==> src/cpuPkg.sv <==
package cpuPkg;

	// instruction opcodes plus two internal alu controls
	typedef enum logic [4:0] {
		opAdd = 5'd3,
		opSub = 5'd4,
		opAnd = 5'd5,
		opOr = 5'd6,
		opInc = 5'd30, // pc increment in T0, never decoded
		opPassB = 5'd31 // bus straight through
	} opcodeT;

	// who drives the shared bus
	typedef enum logic [2:0] {
		srcNone = 3'd0, // bus reads as zero
		srcReg = 3'd1,
		srcPc = 3'd2,
		srcMdr = 3'd3,
		srcZ = 3'd4,
		srcLoad = 3'd5 // external load port
	} busSrcT;

	// execution steps of one instruction
	typedef enum logic [2:0] {
		stepT0 = 3'd0,
		stepT1 = 3'd1, // stretched by the memory wait
		stepT2 = 3'd2,
		stepT3 = 3'd3,
		stepT4 = 3'd4,
		stepT5 = 3'd5
	} stepT;

	// instruction word layout
	// op[31:27] ra[26:23] rb[22:19] rc[18:15]
	localparam int opcodeMsb = 31;
	localparam int opcodeLsb = 27;
	localparam int raLsb = 23;
	localparam int rbLsb = 19;
	localparam int rcLsb = 15;

	localparam int regFieldW = 4; // register field width

endpackage

==> src/alu.sv <==
module alu #(
	parameter int dataWidth = 32
) (
	input cpuPkg::opcodeT op,
	input logic [dataWidth-1:0] a, // y register
	input logic [dataWidth-1:0] b, // bus
	output logic [dataWidth-1:0] result,
	output logic illegalOp
);

	always_comb begin
		illegalOp = 1'b0;
		case (op)
			cpuPkg::opAdd: begin
				result = a + b;
			end
			cpuPkg::opSub: begin
				result = a - b;
			end
			cpuPkg::opAnd: begin
				result = a & b;
			end
			cpuPkg::opOr: begin
				result = a | b;
			end
			cpuPkg::opInc: begin
				result = b + 1'b1; // pc + 1
			end
			cpuPkg::opPassB: begin
				result = b;
			end
			default: begin // unsupported opcode
				result = '0;
				illegalOp = 1'b1;
			end
		endcase
	end

endmodule

==> src/busCpu.sv <==
module busCpu #(
	parameter int dataWidth = 32,
	parameter int regCount = 16,
	parameter int memWait = 2
) (
	input logic clk,
	input logic arstN,
	input logic loadEn,
	input logic [3:0] loadAddr,
	input logic [dataWidth-1:0] loadData,
	input logic start,
	input logic [dataWidth-1:0] memData,
	input logic [3:0] peekAddr,
	output logic busy,
	output logic done,
	output logic illegal,
	output logic [dataWidth-1:0] memAddr,
	output logic memRead,
	output logic [dataWidth-1:0] peekData
);

	// timer handshake with the fsm
	cpuPkg::stepT step;
	logic stepClear;
	logic stepAdvance;
	logic waitStart;
	logic waitDone;

	// datapath controls
	cpuPkg::busSrcT busSrc;
	cpuPkg::opcodeT aluOp;
	logic [3:0] regRdAddr;
	logic [3:0] regWrAddr;
	logic regWrEn;
	logic pcLoad;
	logic marLoad;
	logic mdrLoad;
	logic irLoad;
	logic yLoad;
	logic zLoad;

	logic [dataWidth-1:0] bus;
	logic [dataWidth-1:0] y;
	logic [dataWidth-1:0] ir;
	logic [dataWidth-1:0] regRdData;
	logic [dataWidth-1:0] aluResult;
	logic aluIllegal;

	phaseTimer #(.memWait(memWait)) u_phaseTimer (
		.clk(clk), .arstN(arstN),
		.stepClear(stepClear), .stepAdvance(stepAdvance), .waitStart(waitStart),
		.step(step), .waitDone(waitDone)
	);

	controlFsm #(.dataWidth(dataWidth)) u_controlFsm (
		.clk(clk), .arstN(arstN),
		.loadEn(loadEn), .start(start), .loadAddr(loadAddr), .ir(ir),
		.aluIllegal(aluIllegal), .step(step), .waitDone(waitDone),
		.stepClear(stepClear), .stepAdvance(stepAdvance), .waitStart(waitStart),
		.busSrc(busSrc), .regRdAddr(regRdAddr), .regWrAddr(regWrAddr), .regWrEn(regWrEn),
		.pcLoad(pcLoad), .marLoad(marLoad), .mdrLoad(mdrLoad), .irLoad(irLoad),
		.yLoad(yLoad), .zLoad(zLoad), .memRead(memRead), .aluOp(aluOp),
		.busy(busy), .done(done), .illegal(illegal)
	);

	regFile #(.dataWidth(dataWidth), .regCount(regCount)) u_regFile (
		.clk(clk), .arstN(arstN),
		.wrEn(regWrEn), .wrAddr(regWrAddr), .rdAddr(regRdAddr), .peekAddr(peekAddr),
		.wrData(bus), .rdData(regRdData), .peekData(peekData)
	);

	busUnit #(.dataWidth(dataWidth)) u_busUnit (
		.clk(clk), .arstN(arstN), .busSrc(busSrc),
		.regRdData(regRdData), .loadData(loadData), .memData(memData), .aluResult(aluResult),
		.pcLoad(pcLoad), .marLoad(marLoad), .mdrLoad(mdrLoad), .irLoad(irLoad),
		.yLoad(yLoad), .zLoad(zLoad),
		.bus(bus), .y(y), .ir(ir), .mar(memAddr) // mar is the memory address
	);

	alu #(.dataWidth(dataWidth)) u_alu (
		.op(aluOp), .a(y), .b(bus),
		.result(aluResult), .illegalOp(aluIllegal)
	);

endmodule

==> src/busUnit.sv <==
module busUnit #(
	parameter int dataWidth = 32
) (
	input logic clk,
	input logic arstN,
	input cpuPkg::busSrcT busSrc,
	input logic [dataWidth-1:0] regRdData,
	input logic [dataWidth-1:0] loadData,
	input logic [dataWidth-1:0] memData,
	input logic [dataWidth-1:0] aluResult,
	input logic pcLoad,
	input logic marLoad,
	input logic mdrLoad,
	input logic irLoad,
	input logic yLoad,
	input logic zLoad,
	output logic [dataWidth-1:0] bus,
	output logic [dataWidth-1:0] y,
	output logic [dataWidth-1:0] ir,
	output logic [dataWidth-1:0] mar
);

	logic [dataWidth-1:0] pc;
	logic [dataWidth-1:0] mdr;
	logic [dataWidth-1:0] z;

	// single shared bus
	always_comb begin
		case (busSrc)
			cpuPkg::srcReg: bus = regRdData;
			cpuPkg::srcPc: bus = pc;
			cpuPkg::srcMdr: bus = mdr;
			cpuPkg::srcZ: bus = z;
			cpuPkg::srcLoad: bus = loadData;
			default: bus = '0;
		endcase
	end

	// pc and mar come out of reset at address zero
	always_ff @(posedge clk or negedge arstN) begin
		if (!arstN) begin
			pc <= '0;
			mar <= '0;
		end else begin
			if (pcLoad) pc <= bus;
			if (marLoad) mar <= bus; // drives memAddr
		end
	end

	always_ff @(posedge clk) begin
		if (mdrLoad) begin
			mdr <= memData; // straight from memory, not the bus
		end
		if (irLoad) begin
			ir <= bus;
		end
		if (yLoad) begin
			y <= bus;
		end
		if (zLoad) begin
			z <= aluResult;
		end
	end

endmodule

==> src/controlFsm.sv <==
module controlFsm #(
	parameter int dataWidth = 32
) (
	input logic clk,
	input logic arstN,
	input logic loadEn,
	input logic start,
	input logic [3:0] loadAddr,
	input logic [dataWidth-1:0] ir,
	input logic aluIllegal,
	input cpuPkg::stepT step,
	input logic waitDone,
	output logic stepClear,
	output logic stepAdvance,
	output logic waitStart,
	output cpuPkg::busSrcT busSrc,
	output logic [3:0] regRdAddr,
	output logic [3:0] regWrAddr,
	output logic regWrEn,
	output logic pcLoad,
	output logic marLoad,
	output logic mdrLoad,
	output logic irLoad,
	output logic yLoad,
	output logic zLoad,
	output logic memRead,
	output cpuPkg::opcodeT aluOp,
	output logic busy,
	output logic done,
	output logic illegal
);

	typedef enum logic [1:0] {
		stIdle,
		stLoad, // last cycle wrote through the load port
		stRun
	} stateT;

	stateT state;
	stateT stateNext;
	logic illegalQ; // opcode rejected by the alu in T4
	logic [cpuPkg::regFieldW-1:0] ra;
	logic [cpuPkg::regFieldW-1:0] rb;
	logic [cpuPkg::regFieldW-1:0] rc;

	assign ra = ir[cpuPkg::raLsb +: cpuPkg::regFieldW];
	assign rb = ir[cpuPkg::rbLsb +: cpuPkg::regFieldW];
	assign rc = ir[cpuPkg::rcLsb +: cpuPkg::regFieldW];

	always_comb begin
		stateNext = state;
		case (state)
			stIdle, stLoad: begin
				if (loadEn) stateNext = stLoad; // load beats start
				else if (start) stateNext = stRun;
				else stateNext = stIdle;
			end
			stRun: begin
				if (step == cpuPkg::stepT5) stateNext = stIdle;
			end
			default: stateNext = stIdle;
		endcase
	end

	always_ff @(posedge clk or negedge arstN) begin
		if (!arstN) begin
			state <= stIdle;
			memRead <= 1'b0;
			illegalQ <= 1'b0;
		end else begin
			state <= stateNext;
			memRead <= (state == stRun) && (step == cpuPkg::stepT0); // first T1 cycle
			if ((state == stRun) && (step == cpuPkg::stepT4)) illegalQ <= aluIllegal;
		end
	end

	assign waitStart = memRead; // wait counts from the read strobe
	assign busy = (state == stRun);

	// step decode into bus select and enables
	always_comb begin
		busSrc = cpuPkg::srcNone;
		regRdAddr = '0;
		regWrAddr = '0;
		regWrEn = 1'b0;
		pcLoad = 1'b0;
		marLoad = 1'b0;
		mdrLoad = 1'b0;
		irLoad = 1'b0;
		yLoad = 1'b0;
		zLoad = 1'b0;
		aluOp = cpuPkg::opPassB;
		stepClear = 1'b0;
		stepAdvance = 1'b0;
		done = 1'b0;
		illegal = 1'b0;
		case (state)
			stIdle, stLoad: begin
				if (loadEn) begin
					busSrc = cpuPkg::srcLoad;
					regWrAddr = loadAddr;
					regWrEn = 1'b1;
				end else if (start) begin
					stepClear = 1'b1; // run begins at T0
				end
			end
			stRun: begin
				case (step)
					cpuPkg::stepT0: begin // pc to mar, z = pc + 1
						busSrc = cpuPkg::srcPc;
						marLoad = 1'b1;
						aluOp = cpuPkg::opInc;
						zLoad = 1'b1;
						stepAdvance = 1'b1;
					end
					cpuPkg::stepT1: begin
						if (memRead) begin // z back to pc
							busSrc = cpuPkg::srcZ;
							pcLoad = 1'b1;
						end
						if (waitDone) begin
							mdrLoad = 1'b1;
							stepAdvance = 1'b1;
						end
					end
					cpuPkg::stepT2: begin
						busSrc = cpuPkg::srcMdr;
						irLoad = 1'b1;
						stepAdvance = 1'b1;
					end
					cpuPkg::stepT3: begin
						regRdAddr = rb;
						busSrc = cpuPkg::srcReg;
						yLoad = 1'b1;
						stepAdvance = 1'b1;
					end
					cpuPkg::stepT4: begin
						regRdAddr = rc;
						busSrc = cpuPkg::srcReg;
						aluOp = cpuPkg::opcodeT'(ir[cpuPkg::opcodeMsb:cpuPkg::opcodeLsb]);
						zLoad = 1'b1;
						stepAdvance = 1'b1;
					end
					cpuPkg::stepT5: begin
						busSrc = cpuPkg::srcZ;
						regWrAddr = ra;
						regWrEn = !illegalQ; // keep registers on a bad opcode
						done = 1'b1;
						illegal = illegalQ;
						stepClear = 1'b1;
					end
					default: stepClear = 1'b1;
				endcase
			end
			default: ;
		endcase
	end

endmodule

==> src/phaseTimer.sv <==
module phaseTimer #(
	parameter int memWait = 2
) (
	input logic clk,
	input logic arstN,
	input logic stepClear,
	input logic stepAdvance,
	input logic waitStart,
	output cpuPkg::stepT step,
	output logic waitDone
);

	localparam int cntW = $clog2(memWait + 1);

	logic [cntW-1:0] waitCnt; // cycles left until memory data is valid

	// step register
	always_ff @(posedge clk or negedge arstN) begin
		if (!arstN) begin
			step <= cpuPkg::stepT0;
		end else if (stepClear) begin
			step <= cpuPkg::stepT0;
		end else if (stepAdvance) begin
			step <= cpuPkg::stepT'(step + 3'd1);
		end
	end

	// memory wait down-counter
	// loaded in the read cycle, counts to zero afterwards
	always_ff @(posedge clk or negedge arstN) begin
		if (!arstN) begin
			waitCnt <= '0;
		end else if (waitStart) begin
			waitCnt <= cntW'(memWait);
		end else if (waitCnt != '0) begin
			waitCnt <= waitCnt - 1'b1;
		end
	end

	// last cycle of the wait, mdr may capture
	assign waitDone = (waitCnt == cntW'(1));

endmodule

==> src/regFile.sv <==
module regFile #(
	parameter int dataWidth = 32,
	parameter int regCount = 16
) (
	input logic clk,
	input logic arstN,
	input logic wrEn,
	input logic [3:0] wrAddr,
	input logic [3:0] rdAddr,
	input logic [3:0] peekAddr,
	input logic [dataWidth-1:0] wrData,
	output logic [dataWidth-1:0] rdData,
	output logic [dataWidth-1:0] peekData
);

	logic [dataWidth-1:0] regs [regCount];

	always_ff @(posedge clk or negedge arstN) begin
		if (!arstN) begin
			for (int i = 0; i < regCount; i++) begin
				regs[i] <= '0;
			end
		end else if (wrEn && (wrAddr < regCount)) begin
			regs[wrAddr] <= wrData;
		end
	end

	// addresses past regCount read as zero
	assign rdData = (rdAddr < regCount) ? regs[rdAddr] : '0;
	assign peekData = (peekAddr < regCount) ? regs[peekAddr] : '0;

endmodule

==> config.mk <==
export PLATFORM = sky130hd
export DESIGN_NAME = busCpu
export DESIGN_NICKNAME = d
export VERILOG_FILES = /design/src/cpuPkg.sv /design/src/alu.sv /design/src/busCpu.sv /design/src/busUnit.sv /design/src/controlFsm.sv /design/src/phaseTimer.sv /design/src/regFile.sv
export SDC_FILE = /design/constraint.sdc
export NUM_CORES = 2
export LEC_CHECK = 0
export BUFFER_PORTS_ARGS = -buffer_cell sky130_fd_sc_hd__buf_2
export CAP_MARGIN = 20
export CORE_MARGIN = 2
export CORE_UTILIZATION = 63
export DETAILED_ROUTE_END_ITERATION = 10
export HOLD_SLACK_MARGIN = 0.03
export PLACE_DENSITY = 0.81
export SYNTH_ARGS = -nofsm -noshare
export SYNTH_HDL_FRONTEND = slang
export SYNTH_HIERARCHICAL = 1
export SYNTH_SLANG_ARGS = --single-unit
==> constraint.sdc <==
create_clock -name clk -period 9.4 [get_ports clk]
set_input_delay 1.88 -clock clk [delete_from_list [all_inputs] [get_ports clk]]
set_output_delay 1.88 -clock clk [all_outputs]
set_load 0.02 [all_outputs]
# ---- Word level (Yosys, flattened, before mapping)
# Cells that the tools add are included.
dict set report op_classes {
  add_sub_neg 5
  n_lt_le_gt_ge 4
  n_eq_ne 20
  muxes 58
  bitwise 5
  n_reduce_logical 15
}
# op n
set op_table {}
lappend op_table {{bitwise mux 512 bit} 1}
lappend op_table {{binary-select mux 32 bit (select 4 bit)} 2}
lappend op_table {{case mux 32 bit (6 select lines)} 1}
lappend op_table {{2-to-1 mux 32 bit} 5}
lappend op_table {{case mux 32 bit (5 select lines)} 1}
lappend op_table {{demux 32 bit (select 4 bit)} 1}
lappend op_table {{adder 32 x 1 -> 32 bit, second input constant} 1}
lappend op_table {{adder 32 bit} 1}
lappend op_table {{bitwise AND 32 bit} 1}
lappend op_table {{bitwise OR 32 bit} 1}
lappend op_table {{subtractor 32 bit} 1}
lappend op_table {{2-to-1 mux 1 bit} 25}
lappend op_table {{case mux 4 bit (2 select lines)} 2}
lappend op_table {{== test 5 x 3 -> 1 bit, second input constant} 3}
lappend op_table {{>= comparator 5 bit, second input constant} 3}
lappend op_table {{inverter 4 -> 5 bit} 3}
lappend op_table {{case mux 3 bit (5 select lines)} 1}
lappend op_table {{== test 3 x 2 -> 1 bit, second input constant} 4}
lappend op_table {{== test 3 bit, second input constant} 4}
lappend op_table {{2-to-1 mux 3 bit} 4}
lappend op_table {{2-to-1 mux 4 bit} 3}
lappend op_table {{== test 5 bit, second input constant} 2}
lappend op_table {{2-to-1 mux 2 bit} 5}
lappend op_table {{case mux 5 bit (2 select lines)} 1}
lappend op_table {{21 further kinds} 31}
dict set report totals {
  reg_bits 713
  inputBits 76
  output_inout_bits 68
}

# ---- Logic depth before layout (Yosys ltp)
dict set report depth {
  ltp_word 10
  mapped_depth 24
  depth_no_buf 21
}

# ---- Modules after synthesis
# The synthesis kept the hierarchy.
# mod n_inst cells_each area_each_um2
set modules_own_cells {}
lappend modules_own_cells {regFile 1 1675 26457.9}
lappend modules_own_cells {busUnit 1 458 7699.9}
lappend modules_own_cells {alu 1 821 5637.9}
lappend modules_own_cells {controlFsm 1 61 456.7}
lappend modules_own_cells {phaseTimer 1 22 255.2}

# ---- Worst setup path before layout
# OpenSTA, ideal clock, no wires.
dict set report synth_timing {
  kind {flip-flop to flip-flop}
  start {register u_controlFsm.state[0]}
  end {register u_busUnit.z[29] (data pin)}
  setup_ns 0.259
  arrival_ns 6.388
  setup_slack_ns 2.753
  stages_incl_launch_ff 19
  path_buffers 2
  period_less_slack_ns 6.647
  cell_sequence {dfrtp_1 nand2b_1 clkbuf_1 nor3_1 nand2_1 nand2b_1 or3_1 clkbuf_1 and2_1 ha_1 a21o_1 a21oi_2 a21oi_1 o2111a_1 a221o_2 a31o_2 a31oi_4 xnor2_1 a211o_1}
}
dict set report synth_between {
  word_cells_on_any_way 29
  cone_classes {3 x add/sub; 13 x eq/ne; 8 x mux; 3 x bitwise; 2 x reduce/logical}
}
# item line_no
set synth_lines {}
lappend synth_lines {{start: declaration} controlFsm.sv:39} ;# stateT state;
lappend synth_lines {{start signal: assignment} controlFsm.sv:67} ;# state <= stIdle;
lappend synth_lines {{start signal: assignment} controlFsm.sv:71} ;# state <= stateNext;
lappend synth_lines {{== test 2 bit *} controlFsm.sv:97} ;# case (state)
lappend synth_lines {{2-to-1 mux 5 bit *} controlFsm.sv:97}
lappend synth_lines {{net aluOp[0]} busCpu.sv:31} ;# cpuPkg::opcodeT aluOp;
lappend synth_lines {{== test 5 bit, or another cell as far along} alu.sv:13} ;# case (op)
lappend synth_lines {{case mux 32 bit (6 select lines) *} alu.sv:13}
lappend synth_lines {{net aluResult[29]} busCpu.sv:46} ;# logic [dataWidth-1:0] aluResult;
lappend synth_lines {{end signal: assignment} busUnit.sv:61} ;# z <= aluResult;
lappend synth_lines {{end: declaration} busUnit.sv:25} ;# logic [dataWidth-1:0] z;
# Mark *: on every way through the listed nets, which the timed path passes. The rest lies on a longest branch. The select of a mux whose other input is x is not followed.
# A chain may end at the register's enable or synchronous reset.

# ---- Worst setup path in the final report
dict set report layout_timing {
  start {register u_phaseTimer.step[2]}
  end {register u_busUnit.z[25] (data pin)}
}
dict set report layout_between {
  elab_chain_len 10
  word_cells_on_any_way 35
  cone_classes {3 x add/sub; 16 x eq/ne; 11 x mux; 3 x bitwise; 2 x reduce/logical}
}
# item line_no
set layout_rtl {}
lappend layout_rtl {{start: declaration} phaseTimer.sv:9} ;# output cpuPkg::stepT step,
lappend layout_rtl {{start signal: assignment} phaseTimer.sv:20} ;# step <= cpuPkg::stepT0;
lappend layout_rtl {{start signal: assignment} phaseTimer.sv:22} ;# step <= cpuPkg::stepT0;
lappend layout_rtl {{start signal: assignment} phaseTimer.sv:24} ;# step <= cpuPkg::stepT'(step + 3'd1);
lappend layout_rtl {{== test 3 bit or == test 3 x 2 -> 1 bit (tied branches)} controlFsm.sv:108} ;# case (step)
lappend layout_rtl {{case mux 4 bit (2 select lines) *} controlFsm.sv:108}
lappend layout_rtl {{2-to-1 mux 4 bit *} controlFsm.sv:97}
lappend layout_rtl {{net regRdAddr[3]} busCpu.sv:32} ;# logic [3:0] regRdAddr;
lappend layout_rtl {{inverter 4 -> 5 bit (not written as such) *} regFile.sv:29} ;# assign rdData = (rdAddr < regCount) ? regs[rdAddr] : '0;
lappend layout_rtl {{binary-select mux 32 bit (select 4 bit) *} regFile.sv:29}
lappend layout_rtl {{2-to-1 mux 32 bit (not written as such) * (2 in series)} regFile.sv:29}
lappend layout_rtl {{net regRdData[3]} busCpu.sv:45} ;# logic [dataWidth-1:0] regRdData;
lappend layout_rtl {{case mux 32 bit (5 select lines) *} busUnit.sv:29} ;# case (busSrc)
lappend layout_rtl {{net bus[3]} busCpu.sv:42} ;# logic [dataWidth-1:0] bus;
lappend layout_rtl {{adder 32 x 1 -> 32 bit, or another cell as far along} alu.sv:27} ;# result = b + 1'b1;
lappend layout_rtl {{case mux 32 bit (6 select lines) *} alu.sv:13}
lappend layout_rtl {{net aluResult[25]} busCpu.sv:46}
# Marks and branches as above.

==> flow_summary.json <==
{
  "clock_skew_ns": 0.01476,
  "clock_sinks": 698,
  "grt_use_total": 0.3617,
  "max-clock-path-buffers": 3,
  "tns_ns": 0,
  "min_path_type": "register to register",
  "crit_slowest_cell": "and2_2",
  "htreeDepth": 3,
  "vdd_drop_max_v": 0.0002563,
  "dpl.hpwl_um": 73900,
  "finalPower_uw": 13020,
  "grt_start_max_net_pins": 136,
  "grt_pass1_wl_um": 179800,
  "die_w_um": 256.2,
  "swShare": 0.3838,
  "first_iter_violations": 3106,
  "syn-num-nets": 3229,
  "synth_area_sq_um": 40060,
  "drt-vias-per-instance": 7.072,
  "via_count": 28100,
  "antenna_found_initial": 0,
  "slew_headroom": 0.1999,
  "p_comb_frac": 0.420,
  "ctsResizeCount": 0,
  "grt_pass1_vias": 29530,
  "wl_per_cell_um": 29.69,
  "routed_wl_um": 118000,
  "drc_errors": 0,
  "maxCapViolCount": 0,
  "start_kind": "register",
  "finalNonFillerCells": 3973,
  "ant_nets": 0,
  "fp-row-count": 92,
  "p_clk_frac": 0.246,
  "crit_required_ns": 9.74,
  "initial_core_util": 0.6362,
  "syn-instance-count": 3022,
  "synth_warnings": 6,
  "worst_pin_slew_ns": 1.199,
  "cts_tree": "built",
  "dieArea_sq_um": 65620,
  "fin_crit_sh": 0.7748,
  "insertedDiodeCount": 0,
  "final_hold_viol_count": 0,
  "drive_gt1_frac": 0.3802,
  "path_clk_slew_ns": 0.06,
  "routabilityCongestion": 0.9418,
  "crit_type": "register to register",
  "insertion_delay_ns": 0.63,
  "pin_count": 144,
  "leakagePower_uw": 0.01974,
  "setup_viol": 0,
  "power.share.sequential": 0.335,
  "cp-end-kind": "register",
  "syn_area_per_cell_sq_um": 13.26,
  "rsz0062_at_grt": "no",
  "portBuffers": 143,
  "postCtsSetupBuffers": 0,
  "cts_buffers": 76,
  "fmax_ghz": 0.1373,
  "cp_max_fo": 21,
  "p_switching_uw": 4996,
  "drt_pre_antenna_iters": 6,
  "final_nets": 3275,
  "status": "finished, final reports clean",
  "critical_path.cell_chain": "nor3b_4 > a22oi_1 > nor2_1 > and2_2 > buf_4 > a22oi_1 > nand2_1 > mux2i_1 > o22ai_1 > a21o_1 > inv_1 > ha_1 > inv_1 > o311ai_1 > o311ai_0 > a21oi_1 > o41ai_1 > a221o_1 > a31oi_1 > xnor2_1 > o221ai_1",
  "powerDensity_nw_per_um2": 294.9,
  "period_needed_ns": 7.283,
  "intPower_uw": 8022,
  "dp_cells": 3834,
  "slew_violations": 0,
  "cts_root_buffer": "clkbuf_16",
  "syn_to_final_growth_pct": 10.20,
  "overflow": 0,
  "core_sq_um": 62970,
  "hold_buffers": 0,
  "die_y_um": 256.2,
  "slowest_delay_ns": 0.67,
  "arrival_ns": 7.62
}
[metal layers]
layer,vias to the layer above,routed length (um),track usage
met3,373,9183,0.05912
met5,-,0,0
met4,0,6946,0.1957
met1,14550,45670,0.4799
met2,1542,56170,0.5769
li1,11630,-,-
[power by group through the flow]
stage | Combinational, uW | Sequential [uW] | Clock (uW)
2_1_floorplan | 3810 | 4270 | 0
3_3_place_gp | 5180 | 4290 | 0
3_5_place_dp | 5340 | 4380 | 0
6_report | 5460 | 4360 | 3200
4_1_cts | 5380 | 4340 | 3220
5_1_grt | 5830 | 4420 | 3350
[critical path, delay by kind of cell, from the launching register on]
family          cells  cell delay, ns
compound gates     11            3.30
simple gates        4            1.72
buf+inv             3            0.69
flops               1            0.61
fa+ha+maj           1            0.33
mux                 1            0.16
xor+xnor            1            0.14
[cell usage in the layout (no fill, tap or decap), types with 31 or more instances in the layout]
cell and instances:
buf_4 54, o21ai_0 63, mux2i_1 67, a21oi_1 70, xnor2_1 36, clkbuf_16 80
mux4_2 256, a21o_1 49, a22oi_1 143, o22a_1 31, and2_1 35, nor2_1 85
a22o_1 36, a21bo_2 31, o22ai_1 33, nand2_1 120, ha_1 129, inv_1 96
mux2_2 509, dfrtp_1 585, edfxtp_1 113, buf_2 140
[metrics by stage]
| step | worst slack (ns) | hold WS, ns | area (sq um) | util |
|---|---|---|---|---|
| 4_1_cts | 2.241 | 0.4978 | 44120 | 0.7007 |
| 3_3_place_gp | 2.210 | 0.4797 | 41460 | 0.6585 |
| 5_1_grt | 1.686 | 0.5182 | 44140 | 0.7011 |
| 6_report | 2.117 | 0.4946 | 44140 | 0.7011 |
| 2_1_floorplan | 2.753 | 0.4771 | 40060 | - |
| 3_5_place_dp | 1.935 | 0.4841 | 41460 | 0.6585 |
[sequential cells by signal, summed over array words and instances (netlist names)]
signal / cells
u_controlFsm/illegalQ: 1
u_busUnit/z: 32
u_controlFsm/state: 2
u_busUnit/y: 32
u_busUnit/pc: 32
u_phaseTimer/waitCnt: 2
u_regFile/regs: 512
u_phaseTimer/step: 3
u_busUnit/mdr: 32
u_busUnit/ir: 17
u_busUnit/mar: 32
u_controlFsm/memRead: 1
[final cells by class]
cell class | instances | area (sq um)
tap | 846 | 1059
multi-input combinational | 1991 | 20750
clock buffer | 100 | 2157
fill | 4231 | 18820
clock inverter | 37 | 499.2
timing repair buffer | 204 | 1281
inverter | 97 | 364.1
sequential | 698 | 18030
[path summary, 6_finish.rpt]
kind                                            end  cells past startpoint  slack, ns                 start
worst max register to register      u_busUnit/z[25]                     21       2.12  u_phaseTimer/step[2]
worst max-delay path                u_busUnit/z[25]                     21       2.12  u_phaseTimer/step[2]
min in group asynchronous        u_regFile/regs[32]                      1       1.35                 arstN
worst min register to register    u_busUnit/mar[30]                      1       0.49     u_busUnit/mar[30]
worst min-delay path              u_busUnit/mar[30]                      1       0.49     u_busUnit/mar[30]
max in group asynchronous       u_regFile/regs[491]                      3       6.13                 arstN
(Power assumes the default switching activity.)
